--- config.mk ---
export PLATFORM = sky130hd
export DESIGN_NAME = dvi_top
export DESIGN_NICKNAME = d
export VERILOG_FILES = /design/src/design/video_pkg.sv /design/src/design/pipe_delay.sv /design/src/design/display_timing.sv /design/src/design/flag_painter.sv /design/src/design/tmds_encoder.sv /design/src/design/dvi_top.sv
export SDC_FILE = /design/constraint.sdc
export NUM_CORES = 1
export LEC_CHECK = 0
export BUFFER_PORTS_ARGS = -buffer_cell sky130_fd_sc_hd__buf_2
export CAP_MARGIN = 15
export CELL_PAD_IN_SITES_DETAIL_PLACEMENT = 0
export CELL_PAD_IN_SITES_GLOBAL_PLACEMENT = 1
export CORE_MARGIN = 3
export CORE_UTILIZATION = 25
export DETAILED_ROUTE_END_ITERATION = 16
export GPL_TIMING_DRIVEN = 0
export PLACE_DENSITY = 0.43
export SLEW_MARGIN = 0
export SYNTH_ARGS = -nofsm -noshare
export SYNTH_HDL_FRONTEND = slang
export SYNTH_HIERARCHICAL = 1
export SYNTH_SLANG_ARGS = --single-unit
export TNS_END_PERCENT = 1
--- constraint.sdc ---
create_clock -name clk_pix -period 13.9 [get_ports clk_pix]
set_input_delay 2.085 -clock clk_pix [delete_from_list [all_inputs] [get_ports clk_pix]]
set_output_delay 2.085 -clock clk_pix [all_outputs]
set_load 0.05 [all_outputs]
--- src/design/video_pkg.sv ---
// shared constants and types for the 720p flag DVI pipeline
// imported by the timing, painter, encoder and top modules

package video_pkg;

    // 720p raster, positive sync polarity
    localparam int h_active = 1280;
    localparam int h_front  = 110;
    localparam int h_sync   = 40;
    localparam int h_back   = 220;
    localparam int h_total  = h_active + h_front + h_sync + h_back;  // 1650
    localparam int v_active = 720;
    localparam int v_front  = 5;
    localparam int v_sync   = 5;
    localparam int v_back   = 20;
    localparam int v_total  = v_active + v_front + v_sync + v_back;  // 750

    localparam int hs_start = h_active + h_front;     // 1390
    localparam int hs_end   = hs_start + h_sync - 1;  // 1429
    localparam int vs_start = v_active + v_front;     // 725
    localparam int vs_end   = vs_start + v_sync - 1;  // 729

    localparam int cord_w = 12;   // sx/sy counter width
    localparam int band_h = 240;  // lines per flag band

    // 4-bit palette entry, r g b order
    typedef struct packed {
        logic [3:0] r;
        logic [3:0] g;
        logic [3:0] b;
    } pal_t;

    localparam pal_t pal_green  = '{r: 4'h0, g: 4'h9, b: 4'h3};
    localparam pal_t pal_yellow = '{r: 4'hF, g: 4'hE, b: 4'h1};
    localparam pal_t pal_red    = '{r: 4'hE, g: 4'h1, b: 4'h2};

    // tmds control symbols indexed by {c1, c0}
    localparam logic [3:0][9:0] tmds_ctrl = {
        10'b1010101011,  // 11
        10'b0101010100,  // 10
        10'b0010101011,  // 01
        10'b1101010100   // 00
    };

    localparam int paint_lat = 1;  // flag_painter latency
    localparam int enc_lat   = 2;  // tmds_encoder latency

    typedef struct packed {
        logic hsync;
        logic vsync;
        logic de;
    } sync_t;

    typedef struct packed {
        logic [7:0] r;
        logic [7:0] g;
        logic [7:0] b;
    } rgb_t;

    // ch0 blue, ch1 green, ch2 red
    typedef struct packed {
        logic [9:0] ch2;
        logic [9:0] ch1;
        logic [9:0] ch0;
    } tmds_pix_t;

endpackage

--- src/design/pipe_delay.sv ---
// fixed delay line for any packed payload, used to keep side signals
// in step with a datapath of known latency

`timescale 1ns/1ps

module pipe_delay #(
    parameter type payload_t = logic,
    parameter int  depth     = 1
) (
    input  logic     clk_pix,
    input  logic     rst_n,
    input  payload_t din,
    output payload_t dout
);

    payload_t stage [depth];  // stage[0] is the newest sample

    always_ff @(posedge clk_pix or negedge rst_n) begin
        if (!rst_n) begin
            for (int i = 0; i < depth; i++) stage[i] <= '0;
        end else begin
            stage[0] <= din;
            for (int i = 1; i < depth; i++) stage[i] <= stage[i-1];
        end
    end

    assign dout = stage[depth-1];  // last stage out

endmodule

--- src/design/display_timing.sv ---
// 1280x720 display timing, counters plus positive hsync/vsync and de
// outputs are all registered so coordinates and sync line up

`timescale 1ns/1ps

module display_timing import video_pkg::*; (
    input  logic              clk_pix,
    input  logic              rst_n,
    output logic [cord_w-1:0] sx,
    output logic [cord_w-1:0] sy,
    output sync_t             sync
);

    logic [cord_w-1:0] x;  // free running horizontal count
    logic [cord_w-1:0] y;  // free running vertical count
    sync_t             sync_next;

    // raster counters
    always_ff @(posedge clk_pix or negedge rst_n) begin
        if (!rst_n) begin
            x <= '0;
            y <= '0;
        end else if (x == cord_w'(h_total - 1)) begin
            x <= '0;  // end of line
            if (y == cord_w'(v_total - 1)) begin
                y <= '0;  // end of frame
            end else begin
                y <= y + 1'b1;
            end
        end else begin
            x <= x + 1'b1;
        end
    end

    // sync and de decode from the current count
    always_comb begin
        sync_next.hsync = (x >= cord_w'(hs_start)) && (x <= cord_w'(hs_end));
        sync_next.vsync = (y >= cord_w'(vs_start)) && (y <= cord_w'(vs_end));
        sync_next.de    = (x < cord_w'(h_active)) && (y < cord_w'(v_active));
    end

    // coordinates and sync registered on the same edge
    always_ff @(posedge clk_pix or negedge rst_n) begin
        if (!rst_n) begin
            sx   <= '0;
            sy   <= '0;
            sync <= '0;
        end else begin
            sx   <= x;
            sy   <= y;
            sync <= sync_next;
        end
    end

endmodule

--- src/design/flag_painter.sv ---
// colour lookup for the three-band flag, one cycle from sy/de to rgb
// black outside the active area, nibbles doubled up to 8 bits

`timescale 1ns/1ps

module flag_painter import video_pkg::*; (
    input  logic              clk_pix,
    input  logic              rst_n,
    input  logic [cord_w-1:0] sy,
    input  logic              de,
    output rgb_t              rgb
);

    pal_t paint;  // band colour for this line
    pal_t shown;  // after blanking

    // pick the band by line number
    always_comb begin
        if (sy < cord_w'(band_h)) begin
            paint = pal_green;   // top band
        end else if (sy < cord_w'(2 * band_h)) begin
            paint = pal_yellow;  // middle band
        end else begin
            paint = pal_red;     // bottom band
        end
    end

    // black in blanking so the encoder sees zero data
    always_comb begin
        shown = de ? paint : '0;
    end

    always_ff @(posedge clk_pix or negedge rst_n) begin
        if (!rst_n) begin
            rgb <= '0;
        end else begin
            rgb.r <= {2{shown.r}};  // 4 to 8 bits by repeating the nibble
            rgb.g <= {2{shown.g}};
            rgb.b <= {2{shown.b}};
        end
    end

endmodule

--- src/design/tmds_encoder.sv ---
// tmds 8b/10b encoder for one dvi channel with two register stages
// emits control symbols while de is low and clears the disparity there

`timescale 1ns/1ps

module tmds_encoder import video_pkg::*; (
    input  logic       clk_pix,
    input  logic       rst_n,
    input  logic [7:0] data,
    input  logic [1:0] ctrl,
    input  logic       de,
    output logic [9:0] tmds
);

    // control side carried alongside q_m
    typedef struct packed {
        logic       de;
        logic [1:0] ctrl;
    } enc_ctl_t;

    enc_ctl_t          ctl_in;
    enc_ctl_t          ctl_d;     // aligned with q_m
    logic [3:0]        n1_d;      // ones in data
    logic              use_xnor;
    logic [8:0]        qm_next;
    logic [8:0]        q_m;       // transition minimised word
    logic [3:0]        n1_q;      // ones in q_m[7:0]
    logic signed [5:0] bal;       // ones minus zeros of q_m[7:0]
    logic signed [5:0] disp;      // running disparity
    logic signed [5:0] disp_next;
    logic [9:0]        tmds_next;

    function automatic logic [3:0] ones8(input logic [7:0] v);
        logic [3:0] n;
        n = '0;
        for (int i = 0; i < 8; i++) n = n + {3'b000, v[i]};
        return n;
    endfunction

    assign ctl_in = '{de: de, ctrl: ctrl};

    pipe_delay #(
        .payload_t (enc_ctl_t),
        .depth     (1)
    ) ctl_delay_inst (
        .clk_pix,
        .rst_n,
        .din  (ctl_in),
        .dout (ctl_d)
    );

    // stage one builds q_m with an xor or xnor chain
    always_comb begin
        n1_d     = ones8(data);
        use_xnor = (n1_d > 4'd4) || ((n1_d == 4'd4) && !data[0]);
        qm_next[0] = data[0];
        for (int i = 1; i < 8; i++) begin
            qm_next[i] = use_xnor ? ~(qm_next[i-1] ^ data[i]) : (qm_next[i-1] ^ data[i]);
        end
        qm_next[8] = ~use_xnor;  // 1 marks xor
    end

    always_ff @(posedge clk_pix or negedge rst_n) begin
        if (!rst_n) begin
            q_m <= '0;
        end else begin
            q_m <= qm_next;  // lines up with ctl_d
        end
    end

    // stage two does the dc balancing
    always_comb begin
        n1_q = ones8(q_m[7:0]);
        bal  = $signed({1'b0, n1_q, 1'b0}) - 6'sd8;  // 2*n1 - 8
        if (!ctl_d.de) begin
            tmds_next = tmds_ctrl[ctl_d.ctrl];
            disp_next = '0;  // blanking restarts the balance
        end else if ((disp == 6'sd0) || (bal == 6'sd0)) begin
            // no bias either way so bit 9 simply flags the xor/xnor choice
            tmds_next = {~q_m[8], q_m[8], q_m[8] ? q_m[7:0] : ~q_m[7:0]};
            disp_next = q_m[8] ? disp + bal : disp - bal;
        end else if (((disp > 6'sd0) && (bal > 6'sd0)) ||
                     ((disp < 6'sd0) && (bal < 6'sd0))) begin
            tmds_next = {1'b1, q_m[8], ~q_m[7:0]};  // invert to pull back
            disp_next = disp + (q_m[8] ? 6'sd2 : 6'sd0) - bal;
        end else begin
            tmds_next = {1'b0, q_m[8], q_m[7:0]};
            disp_next = disp - (q_m[8] ? 6'sd0 : 6'sd2) + bal;
        end
    end

    always_ff @(posedge clk_pix or negedge rst_n) begin
        if (!rst_n) begin
            tmds <= tmds_ctrl[0];  // idle control symbol
            disp <= '0;
        end else begin
            tmds <= tmds_next;
            disp <= disp_next;
        end
    end

endmodule

--- src/design/dvi_top.sv ---
// pixel clock side of the dvi flag output
// three parallel tmds symbols per clk_pix, serializers live outside

`timescale 1ns/1ps

module dvi_top import video_pkg::*; (
    input  logic      clk_pix,
    input  logic      rst_n,
    output tmds_pix_t tmds
);

    logic [cord_w-1:0] sy;
    sync_t             sync_raw;  // from the timing generator
    sync_t             sync_d;    // lined up with rgb
    rgb_t              rgb;

    display_timing timing_inst (
        .clk_pix,
        .rst_n,
        .sx   (),  // flag bands depend on the line only
        .sy,
        .sync (sync_raw)
    );

    flag_painter painter_inst (
        .clk_pix,
        .rst_n,
        .sy,
        .de  (sync_raw.de),
        .rgb
    );

    pipe_delay #(
        .payload_t (sync_t),
        .depth     (paint_lat)
    ) sync_delay_inst (
        .clk_pix,
        .rst_n,
        .din  (sync_raw),
        .dout (sync_d)
    );

    // blue carries the sync controls
    tmds_encoder enc_ch0_inst (
        .clk_pix,
        .rst_n,
        .data (rgb.b),
        .ctrl ({sync_d.vsync, sync_d.hsync}),
        .de   (sync_d.de),
        .tmds (tmds.ch0)
    );

    tmds_encoder enc_ch1_inst (
        .clk_pix,
        .rst_n,
        .data (rgb.g),
        .ctrl (2'b00),
        .de   (sync_d.de),
        .tmds (tmds.ch1)
    );

    tmds_encoder enc_ch2_inst (
        .clk_pix,
        .rst_n,
        .data (rgb.r),
        .ctrl (2'b00),
        .de   (sync_d.de),
        .tmds (tmds.ch2)
    );

endmodule

==> impl_results.md, run 1 <==
- Critical Path End Type: flop
- Capturing point of the worst reg2reg path: enc_ch0_inst/disp[5]
- ANT cells: 0
- Initial antenna violation count: 0
- GP Congestion: 0.688
- Largest net degree at the start of global routing: 79
- Crit-path max cell delay: 0.54 ns
- CP delay by family, top: adder cells
- Number of remaining DRC errors: 0
- Nets: 962
- PD cells: 216 mW/mm^2
- Final worst path period share: 34.9%
- Layout overhead on the synthesized area: 16.0%
- Clk root buf: clkbuf_16
- Worst setup SP type: flop
- Finished Core Util: 29.8%
- Maximum VDD drop: 0.000142 V
- Sw Pwr: 837 uW
- Fin cells: 1291
- Core area: 0.0330 sq mm
- Final hold vios: 0
- Worst skew pair latency: 0.41 ns
- Cell count after synthesis: 779
- WS Path Type: flop to flop
- Outcome: finished clean
- Width of the die: 190 microns
- Combinational share of power: 59.0%
- Clock power frac: 21.0%
- Post-Syn Area: 0.00849 sq mm
- Skew final: 0.00823 ns
- Worst reg2reg path startpoint: enc_ch0_inst/q_m[0]
- Max Root-Sink Buffers: 2
- Least-Margin Pin Slew: 0.641 ns
- Port Buffer Count: 31
- Cells on worst reg2reg path: 16
- Die Y-Extent: 190 microns
- Vias: 5179
- CP arrival: 5.20 ns
- Detailed-route vias per instance: 4.01
- Total GRT Usage: 9.91%
- RSZ-0062 raised after global routing: false
- CP max stage cell: fa_1
- Postcts setup bufs: 0
- Crit path max fanout: 4
- Hold_buf cts: 0
- Num rows: 66
- Clock tree from TritonCTS: yes
- First-pass GRT wire length: 28700 microns
- Yosys warnings: 6
- WHS Endpoint: enc_ch0_inst/ctl_delay_inst/dout[0]
- DPL Wire Length: 12600 microns
- Placed instance count: 1259
- Cts repair resizes: 0
- Ports: 32
- Final Critical Period: 4.86 ns
- Router iterations before antenna repair: 4
- Worst hold path depth: 0
- Avg Cell Area, Syn: 10.9 sq um
- Cell-internal power: 1.29 mW
- Seq pwr share: 20.0%
- Max Slew Vio Count: 0
- Global route total overflow: 0
- # H-tree levels: 4
- Max-cap violations: 0
- Crit-path cells: fa_1 > inv_1 > fa_1 > fa_1 > inv_1 > ha_1 > fa_1 > inv_1 > ha_1 > mux2_2 > fa_1 > a21o_1 > a21oi_1 > xnor3_1 > nor2_1 > o21a_1
- Vias in the first global route: 5529
- Antenna Violating Nets Remaining: 0
- # setup viols final: 0
- Total Neg Setup Slack: 0 ns
- Total Die Area: 0.0362 sq mm
- Clk sinks: 123
- Leak Pwr: 4.67 nW
- Hold/Removal Path Class: flop to flop
- Total CTS buffers: 17
- Most used cell, CP: fa_1
- Wire per inst: 13.1 microns
- CTS clk-pin slew, worst paths: 0.06 ns
- Worst path buffer plus inverter count: 3
- Max frequency: 0.206 GHz
- Hold WS: 0.345 ns
- Switching share of power: 39.3%
- Drt total wl: 16900 microns
- Effective utilization at floorplan: 25.7%
- Worst hold start: sync_delay_inst/dout[2]
- CP Data Required Time: 14.25 ns
- Slew HR: 57.2%
- First DRT Iteration DRCs: 149
- Share of cells above drive strength 1: 15.0%
- R2R Setup Slk: 9.04 ns
==> area by class of cell <==
| type | count | area, sq um |
|---|---|---|
| Inverter | 89 | 334 |
| Clock inverter | 11 | 118 |
| Tap cell | 442 | 553 |
| Multi-Input combinational cell | 534 | 4830 |
| Buffer | 39 | 255 |
| Clock buffer | 21 | 480 |
| Fill cell | 3471 | 23200 |
| Sequential cell | 123 | 3100 |
| Timing Repair Buffer | 32 | 189 |
==> sequential cells by signal (all words and copies together) (netlist names) <==
name	flops
timing_inst/sync	3
enc_ch0_inst/tmds	10
enc_ch0_inst/ctl_delay_inst/dout	3
enc_ch2_inst/ctl_delay_inst/dout	3
timing_inst/y	12
enc_ch2_inst/q_m	9
enc_ch1_inst/ctl_delay_inst/dout	3
enc_ch1_inst/q_m	9
enc_ch2_inst/disp	5
enc_ch1_inst/tmds	10
timing_inst/sy	8
enc_ch0_inst/q_m	9
enc_ch1_inst/disp	5
enc_ch0_inst/disp	5
sync_delay_inst/dout	3
enc_ch2_inst/tmds	10
painter_inst/rgb	4
timing_inst/x	12
==> layout by cell type, fill, tap and decap left out, types with 4 or more instances in the layout <==
master	count
dfrtp_1	108
inv_1	89
ha_1	85
xnor2_1	83
a21oi_1	57
fa_1	39
nand2_1	35
xor2_1	33
buf_2	33
a21o_1	24
nor2_1	21
o21ai_0	21
buf_4	20
clkbuf_16	17
dfstp_2	15
clkbuf_1	12
nand3_1	12
nor2b_1	11
o211a_1	9
mux2i_1	8
nor3b_1	8
conb_1	8
nand4_1	7
and3_1	7
xnor3_1	6
clkinv_2	5
clkbuf_8	5
o211ai_1	5
a31oi_1	4
o21a_1	4
==> per-stage QoR <==
stage               power, mW  setup WS, ns  cell area (sq um)
global route             2.35          8.67               9850
detailed placement       1.71          8.99               9260
CTS                      2.18          8.95               9850
global placement         1.72          8.86               9220
finish                   2.13          9.04               9850
floorplan                1.47          9.36               8510
==> metal layers <==
layer | part of all wire (%) | global-route usage, % | vias to the layer above
li1 | - | - | 2678
met1 | 53 | 14.4 | 2442
met2 | 43 | 15.0 | 46
met3 | 2.6 | 2.15 | 13
met4 | 1.1 | 2.46 | 0
met5 | 0 | 0 | -
==> how the worst max path moves through the flow <==
stage / start / to / slack (ns) / depth (start not counted)
2_1_floorplan: enc_ch0_inst/q_m[0] / enc_ch0_inst/disp[5] / 9.36 / 16
3_3_place_gp: rst_n / enc_ch2_inst/disp[3] / 8.86 / 1
3_5_place_dp: enc_ch1_inst/q_m[0] / enc_ch1_inst/tmds[7] / 8.99 / 15
4_1_cts: enc_ch0_inst/q_m[0] / enc_ch0_inst/tmds[0] / 8.95 / 15
5_1_grt: enc_ch0_inst/q_m[0] / enc_ch0_inst/tmds[0] / 8.67 / 15
6_report: enc_ch0_inst/q_m[0] / enc_ch0_inst/disp[5] / 9.04 / 16
==> power by group through the flow <==
stage | Sequential, mW | Combinational [mW] | Clock [mW]
3_5_place_dp | 0.434 | 1.27 | 0
3_3_place_gp | 0.434 | 1.29 | 0
6_report | 0.426 | 1.26 | 0.447
2_1_floorplan | 0.481 | 0.993 | 0
4_1_cts | 0.427 | 1.29 | 0.467
5_1_grt | 0.430 | 1.43 | 0.482
No activity file was read; power rests on OpenSTA's default activity.
==> run 2: changes to the inputs <==
--- a/config.mk
+++ b/config.mk
@@ -5,6 +5,7 @@
 export SDC_FILE = /design/constraint.sdc
 export NUM_CORES = 1
 export LEC_CHECK = 0
+export ABC_AREA = 1
 export BUFFER_PORTS_ARGS = -buffer_cell sky130_fd_sc_hd__buf_2
 export CAP_MARGIN = 15
 export CELL_PAD_IN_SITES_DETAIL_PLACEMENT = 0
@@ -13,7 +14,7 @@
 export CORE_UTILIZATION = 25
 export DETAILED_ROUTE_END_ITERATION = 16
 export GPL_TIMING_DRIVEN = 0
-export PLACE_DENSITY = 0.43
+export PLACE_DENSITY = 0.45
 export SLEW_MARGIN = 0
 export SYNTH_ARGS = -nofsm -noshare
 export SYNTH_HDL_FRONTEND = slang
==> constraint.sdc (replaced) <==
create_clock -name clk_pix -period 4.5 [get_ports clk_pix]
set_input_delay 0.675 -clock clk_pix [delete_from_list [all_inputs] [get_ports clk_pix]]
set_output_delay 0.675 -clock clk_pix [all_outputs]
set_load 0.05 [all_outputs]
==> run 2 against run 1 <==
Worst setup slack got worse by 8.9 ns. Highest routed layer unchanged. Clock skew increased by 0.00095 ns. Final cell count rose by 30%. Non-clock buffer count rose by 2.
==> impl_results.md, run 2 <==
- Outcome: finished clean
- Yosys warnings: 6
- Clk sinks: 123
- Total Neg Setup Slack: 0 ns
- ANT cells: 0
- Core area: 0.0367 sq mm
- Die Y-Extent: 199 microns
- Num rows: 70
- Antenna Violating Nets Remaining: 0
- CP arrival: 4.69 ns
- Slew HR: 62.0%
- DPL Wire Length: 16300 microns
- Layout overhead on the synthesized area: 17.5%
- First DRT Iteration DRCs: 258
- Critical Path End Type: flop
- CP Data Required Time: 4.82 ns
- Placed instance count: 1636
- Largest regs: timing_inst/x (12), timing_inst/y (12)
- Detailed-route vias per instance: 4.09
- Global route total overflow: 0
- Least-Margin Pin Slew: 0.570 ns
- Setup ws final: 0.127 ns
- Width of the die: 199 microns
- Wire per inst: 12.7 microns
- Cell count after synthesis: 1130
- Hold/Removal Path Class: primary input to async pin
- Vias: 6877
- Worst setup SP type: flop
- Port Buffer Count: 31
- Largest net degree at the start of global routing: 81
- Skew final: 0.00917 ns
- Worst skew pair latency: 0.43 ns
- Avg Cell Area, Syn: 8.26 sq um
- Fin cells: 1681
- First-pass GRT wire length: 37100 microns
- Max Slew Vio Count: 0
- Number of remaining DRC errors: 0
- Post-Syn Area: 0.00933 sq mm
- WS Path Type: flop to flop
- PD cells: 594 mW/mm^2
- Commonest cells after routing, fill and taps aside: nand2_1 (237), inv_1 (186), dfrtp_1 (108), nand3_1 (104), ha_1 (79)
- Clock tree from TritonCTS: yes
- Initial antenna violation count: 0
- DP Worst Slack: -0.323 ns
- Total GRT Usage: 11.7%
- CTS clk-pin slew, worst paths: 0.06 ns
- Router iterations before antenna repair: 4
- Total CTS buffers: 17
- Leak Pwr: 5.67 nW
- Hold_buf cts: 0
- Worst reg2reg path startpoint: enc_ch0_inst/q_m[1]
- # H-tree levels: 4
- DP Area: 0.0101 sq mm
- Max Root-Sink Buffers: 2
- Final Critical Period: 4.37 ns
- Crit path max fanout: 4
- Drt total wl: 21300 microns
- Max-cap violations: 0
- Most common cell after layout, fill and taps aside: nand2_1
- Nets: 1326
- Fillers: 3915
- RSZ-0062 raised after global routing: true
- # setup viols final: 0
- Max frequency: 0.229 GHz
- Ports: 32
- Share of cells above drive strength 1: 19.4%
- Maximum VDD drop: 0.000475 V
- Setup crit start: enc_ch0_inst/q_m[1]
- Effective utilization at floorplan: 25.4%
- Vias in the first global route: 7218
- Clk root buf: clkbuf_16
- Post-route cell area: 0.0110 sq mm
- Total Die Area: 0.0397 sq mm
- Final worst path period share: 97.2%
- Finished Core Util: 29.9%
- GP Congestion: 0.713
- Final hold vios: 0
run 2: cell count changes in the layout (fill, tap and decap cells not counted), sizes merged, moves of 13 or more:
cell    change
clkbuf     -15
nor2       +50
nand2     +241
inv       +119
xnor2      -68
a21o       -22
a21oi      -27
nand3     +100
buf        +13
o21ai      +46
run 2: final timing paths:
path | endpoint | slack (ns) | cells past startpoint
worst max-delay path | enc_ch0_inst/disp[5] | 0.13 | 19
worst min-delay path | enc_ch0_inst/disp[4] | 0.16 | 1
worst max register to register | enc_ch0_inst/disp[5] | 0.13 | 19
worst min register to register | sync_delay_inst/dout[1] | 0.35 | 0
max in group asynchronous | enc_ch0_inst/ctl_delay_inst/dout[0] | 3.55 | 2
min in group clk_pix | sync_delay_inst/dout[1] | 0.35 | 0
run 2: what timing repair did:
item,4_1_cts,5_1_grt
endpoints found under the setup margin,21,25
gates resized for setup,22,34
pin swaps,5,28
buffers inserted,6,7
run 2: layout make-up:
class / instances / area, sq um / share of cell area [%]
inverter: 205 / 790 / 7.20
clock inverter: 15 / 165 / 1.51
clock buffer: 17 / 425 / 3.88
timing repair buffer: 45 / 287 / 2.61
tap: 468 / 586 / 5.34
sequential: 123 / 3100 / 28.3
buffer: 28 / 211 / 1.93
multi-input combinational: 780 / 5400 / 49.3
run 2: layer usage:
| layer | part of all wire [%] | GRT usage, % |
|---|---|---|
| met1 | 51 | 15.9 |
| met2 | 46 | 19.0 |
| met3 | 2.3 | 2.66 |
| met4 | 0.94 | 2.97 |
| met5 | 0 | 0 |
run 2: worst max-delay path, cell delays in order, from the launching register on:
cell     delay, ns
dfrtp_1       0.40
fa_1          0.56
inv_2         0.05
fa_1          0.48
fa_1          0.49
inv_1         0.04
ha_2          0.18
fa_2          0.34
or2_4         0.24
nand2_4       0.10
inv_4         0.05
ha_4          0.29
xnor2_1       0.12
ha_1          0.27
a21oi_1       0.15
nand2_1       0.09
xor2_1        0.15
nand2_1       0.08
a21oi_2       0.12
nor2_1        0.06
run 2: stage by stage:
stage,hold WS (ns),total power [mW]
final,0.162,6.51
after global routing,0.181,7.22
after CTS,0.171,6.37
after detailed placement,0.341,4.80
after global placement,0.338,4.80
after floorplan,0.331,4.06
run 2: where the power goes:
| part | total, mW | internal (mW) | switching, mW |
|---|---|---|---|
| Clock | 1.40 | 0.824 | 0.576 |
| Combinational | 3.80 | 1.60 | 2.20 |
| Sequential | 1.30 | 1.24 | 0.0587 |
| Total | 6.51 | 3.67 | 2.84 |
==> run 3: changes to the inputs <==
--- a/config.mk
+++ b/config.mk
@@ -12,9 +12,11 @@
 export CELL_PAD_IN_SITES_GLOBAL_PLACEMENT = 1
 export CORE_MARGIN = 3
 export CORE_UTILIZATION = 25
+export CTS_BUF_LIST = sky130_fd_sc_hd__clkbuf_4
 export DETAILED_ROUTE_END_ITERATION = 16
 export GPL_TIMING_DRIVEN = 0
-export PLACE_DENSITY = 0.45
+export PLACE_DENSITY = 0.47
+export RECOVER_POWER = 100
 export SLEW_MARGIN = 0
 export SYNTH_ARGS = -nofsm -noshare
 export SYNTH_HDL_FRONTEND = slang
==> constraint.sdc (replaced) <==
create_clock -name clk_pix -period 3.64 [get_ports clk_pix]
set_input_delay 0.546 -clock clk_pix [delete_from_list [all_inputs] [get_ports clk_pix]]
set_output_delay 0.546 -clock clk_pix [all_outputs]
set_load 0.05 [all_outputs]
==> run 3 against run 2 <==
The flow now finishes with violations (capacitance limit, slew limit, setup timing). Via count is 0.47% higher. Non-clock buffer count is 2 lower. Fmax is 0.28% lower. Flip-flop and latch count stayed put. Clock skew is 0.021 ns higher. Design area is 3.4% lower. First-iteration DRC count is 3.5% lower. Worst hold slack better by 0.19 ns. Critical path depth stayed put. Combinational power is 28% higher. Utilization is 1.0 points lower. Clock power is 33% lower.
==> impl_results.md, run 3 (synthesis results as in run 2) <==
- Outcome: finished, violations left
- Failing checks: capacitance limit, slew limit, setup timing
- Least-Margin Pin Slew: 2.94 ns
- Worst setup SP type: flop
- Final worst path period share: 120%
- Worst skew pair latency: 0.58 ns
- Die Y-Extent: 199 microns
- Clk sinks: 123
- RSZ-0062 raised after global routing: true
- DP Worst Slack: -0.851 ns
- Core area: 0.0367 sq mm
- Router iterations before antenna repair: 4
- Post-route cell area: 0.0106 sq mm
- Most common cell after layout, fill and taps aside: nand2_1
- Ports: 32
- Post-layout power: 7.43 mW
- Wire per inst: 12.5 microns
- Clk root buf: clkbuf_4
- Leak Pwr: 5.38 nW
- First-pass GRT wire length: 36300 microns
- Largest regs: timing_inst/x (12), timing_inst/y (12)
- Vias in the first global route: 7324
- DPL Wire Length: 16300 microns
- DP Area: 0.0102 sq mm
- Total Neg Setup Slack: -19.88 ns
- CP arrival: 4.86 ns
- Global route total overflow: 0
- Crit path max fanout: 4
- # setup viols final: 43
- Skew final: 0.0306 ns
- Clock tree from TritonCTS: yes
- Share of cells above drive strength 1: 16.6%
- Fin cells: 1680
- WS Path Type: flop to flop
- Num rows: 70
- Commonest cells after routing, fill and taps aside: nand2_1 (240), inv_1 (184), dfrtp_1 (107), nand3_1 (104), ha_1 (75)
- Antenna Violating Nets Remaining: 0
- Detailed-route vias per instance: 4.11
- Finished Core Util: 28.8%
- Largest net degree at the start of global routing: 73
- Total Die Area: 0.0397 sq mm
- Placed instance count: 1636
- Number of remaining DRC errors: 0
- Final Critical Period: 4.39 ns
- Layout overhead on the synthesized area: 13.5%
- Vias: 6909
- Max Slew Vio Count: 53
- Total GRT Usage: 11.5%
- CP Data Required Time: 4.11 ns
- Critical Path End Type: flop
- CTS clk-pin slew, worst paths: 0.12 ns
- Max frequency: 0.228 GHz
- GP Congestion: 0.735
- # H-tree levels: 4
- Width of the die: 199 microns
- Hold/Removal Path Class: flop to flop
- Final hold vios: 0
- Effective utilization at floorplan: 25.4%
- Slew HR: -96.0%
- Maximum VDD drop: 0.000516 V
- Drt total wl: 21000 microns
- PD cells: 702 mW/mm^2
- Setup ws final: -0.746 ns
- Max Root-Sink Buffers: 2
- Hold WS: 0.355 ns
- Initial antenna violation count: 1
- Port Buffer Count: 31
- Nets: 1324
- Total CTS buffers: 17
- Max-cap violations: 1
- First DRT Iteration DRCs: 249
==> run 3: cell types whose count changed in the layout (fill, tap and decap cells not counted), sizes merged <==
cell,delta
inv,-2
bufinv,-1
clkinvlp,+1
dlygate4sd3,+1
diode,+1
buf,-41
clkbuf,+40
==> run 3: worst max-delay path, stage by stage (launching register included) <==
cell	delay, ns
dfrtp_1	0.42
fa_1	0.56
inv_2	0.04
fa_1	0.47
fa_1	0.52
inv_2	0.05
ha_4	0.15
fa_2	0.35
or2_4	0.24
nand2_4	0.08
inv_4	0.05
ha_4	0.25
xnor2_1	0.12
ha_1	0.35
nand3_1	0.11
nand2_1	0.10
xor2_1	0.14
nand2_1	0.08
a21oi_2	0.14
nor2_1	0.06
==> run 3: final cells by class <==
| cell class | instances | area [sq um] |
|---|---|---|
| fillers | 3972 | 26100 |
| multi-input cells | 780 | 5440 |
| flip-flops and latches | 123 | 3100 |
| inverters | 205 | 805 |
| well taps | 468 | 586 |
| repair buffers | 43 | 213 |
| plain buffers | 28 | 179 |
| clock buffers | 19 | 143 |
| clock inverters | 13 | 121 |
| diodes | 1 | 2.50 |
==> run 3: routing by layer <==
metal / GRT usage (%) / vias up / share of wire, %
met5: 0 / - / 0
met4: 2.99 / 0 / 1.0
met3: 2.43 / 13 / 2.4
met2: 19.5 / 61 / 48
met1: 14.9 / 3185 / 49
li1: - / 3650 / -
==> run 3: what timing repair did <==
| item | 4_1_cts | 5_1_grt |
|---|---|---|
| pin swaps | 40 | 8 |
| gates resized for setup | 46 | 16 |
| endpoints found under the setup margin | 42 | 44 |
| setup buffers | 10 | 0 |
| endpoints found under the hold margin | 45 | 0 |
| hold buffers | 1 | 0 |
==> run 3: power breakdown <==
group          switching (mW)  internal, mW  leakage [nW]
Combinational            2.80          2.08          3.76
Clock                   0.588         0.357         0.133
Sequential             0.0697          1.54          1.49
Total                    3.46          3.97          5.38
==> run 3: path summary, 6_finish.rpt <==
check | from | to | slack (ns) | cells past startpoint
worst max-delay path | enc_ch0_inst/q_m[3] | enc_ch0_inst/disp[5] | -0.75 | 19
worst min-delay path | timing_inst/sync[2] | sync_delay_inst/dout[2] | 0.35 | 0
worst max register to register | enc_ch0_inst/q_m[3] | enc_ch0_inst/disp[5] | -0.75 | 19
worst min register to register | timing_inst/sync[2] | sync_delay_inst/dout[2] | 0.35 | 0
max in group asynchronous | rst_n | enc_ch2_inst/q_m[0] | 0.35 | 3
min in group asynchronous | rst_n | enc_ch1_inst/ctl_delay_inst/dout[1] | 1.46 | 2
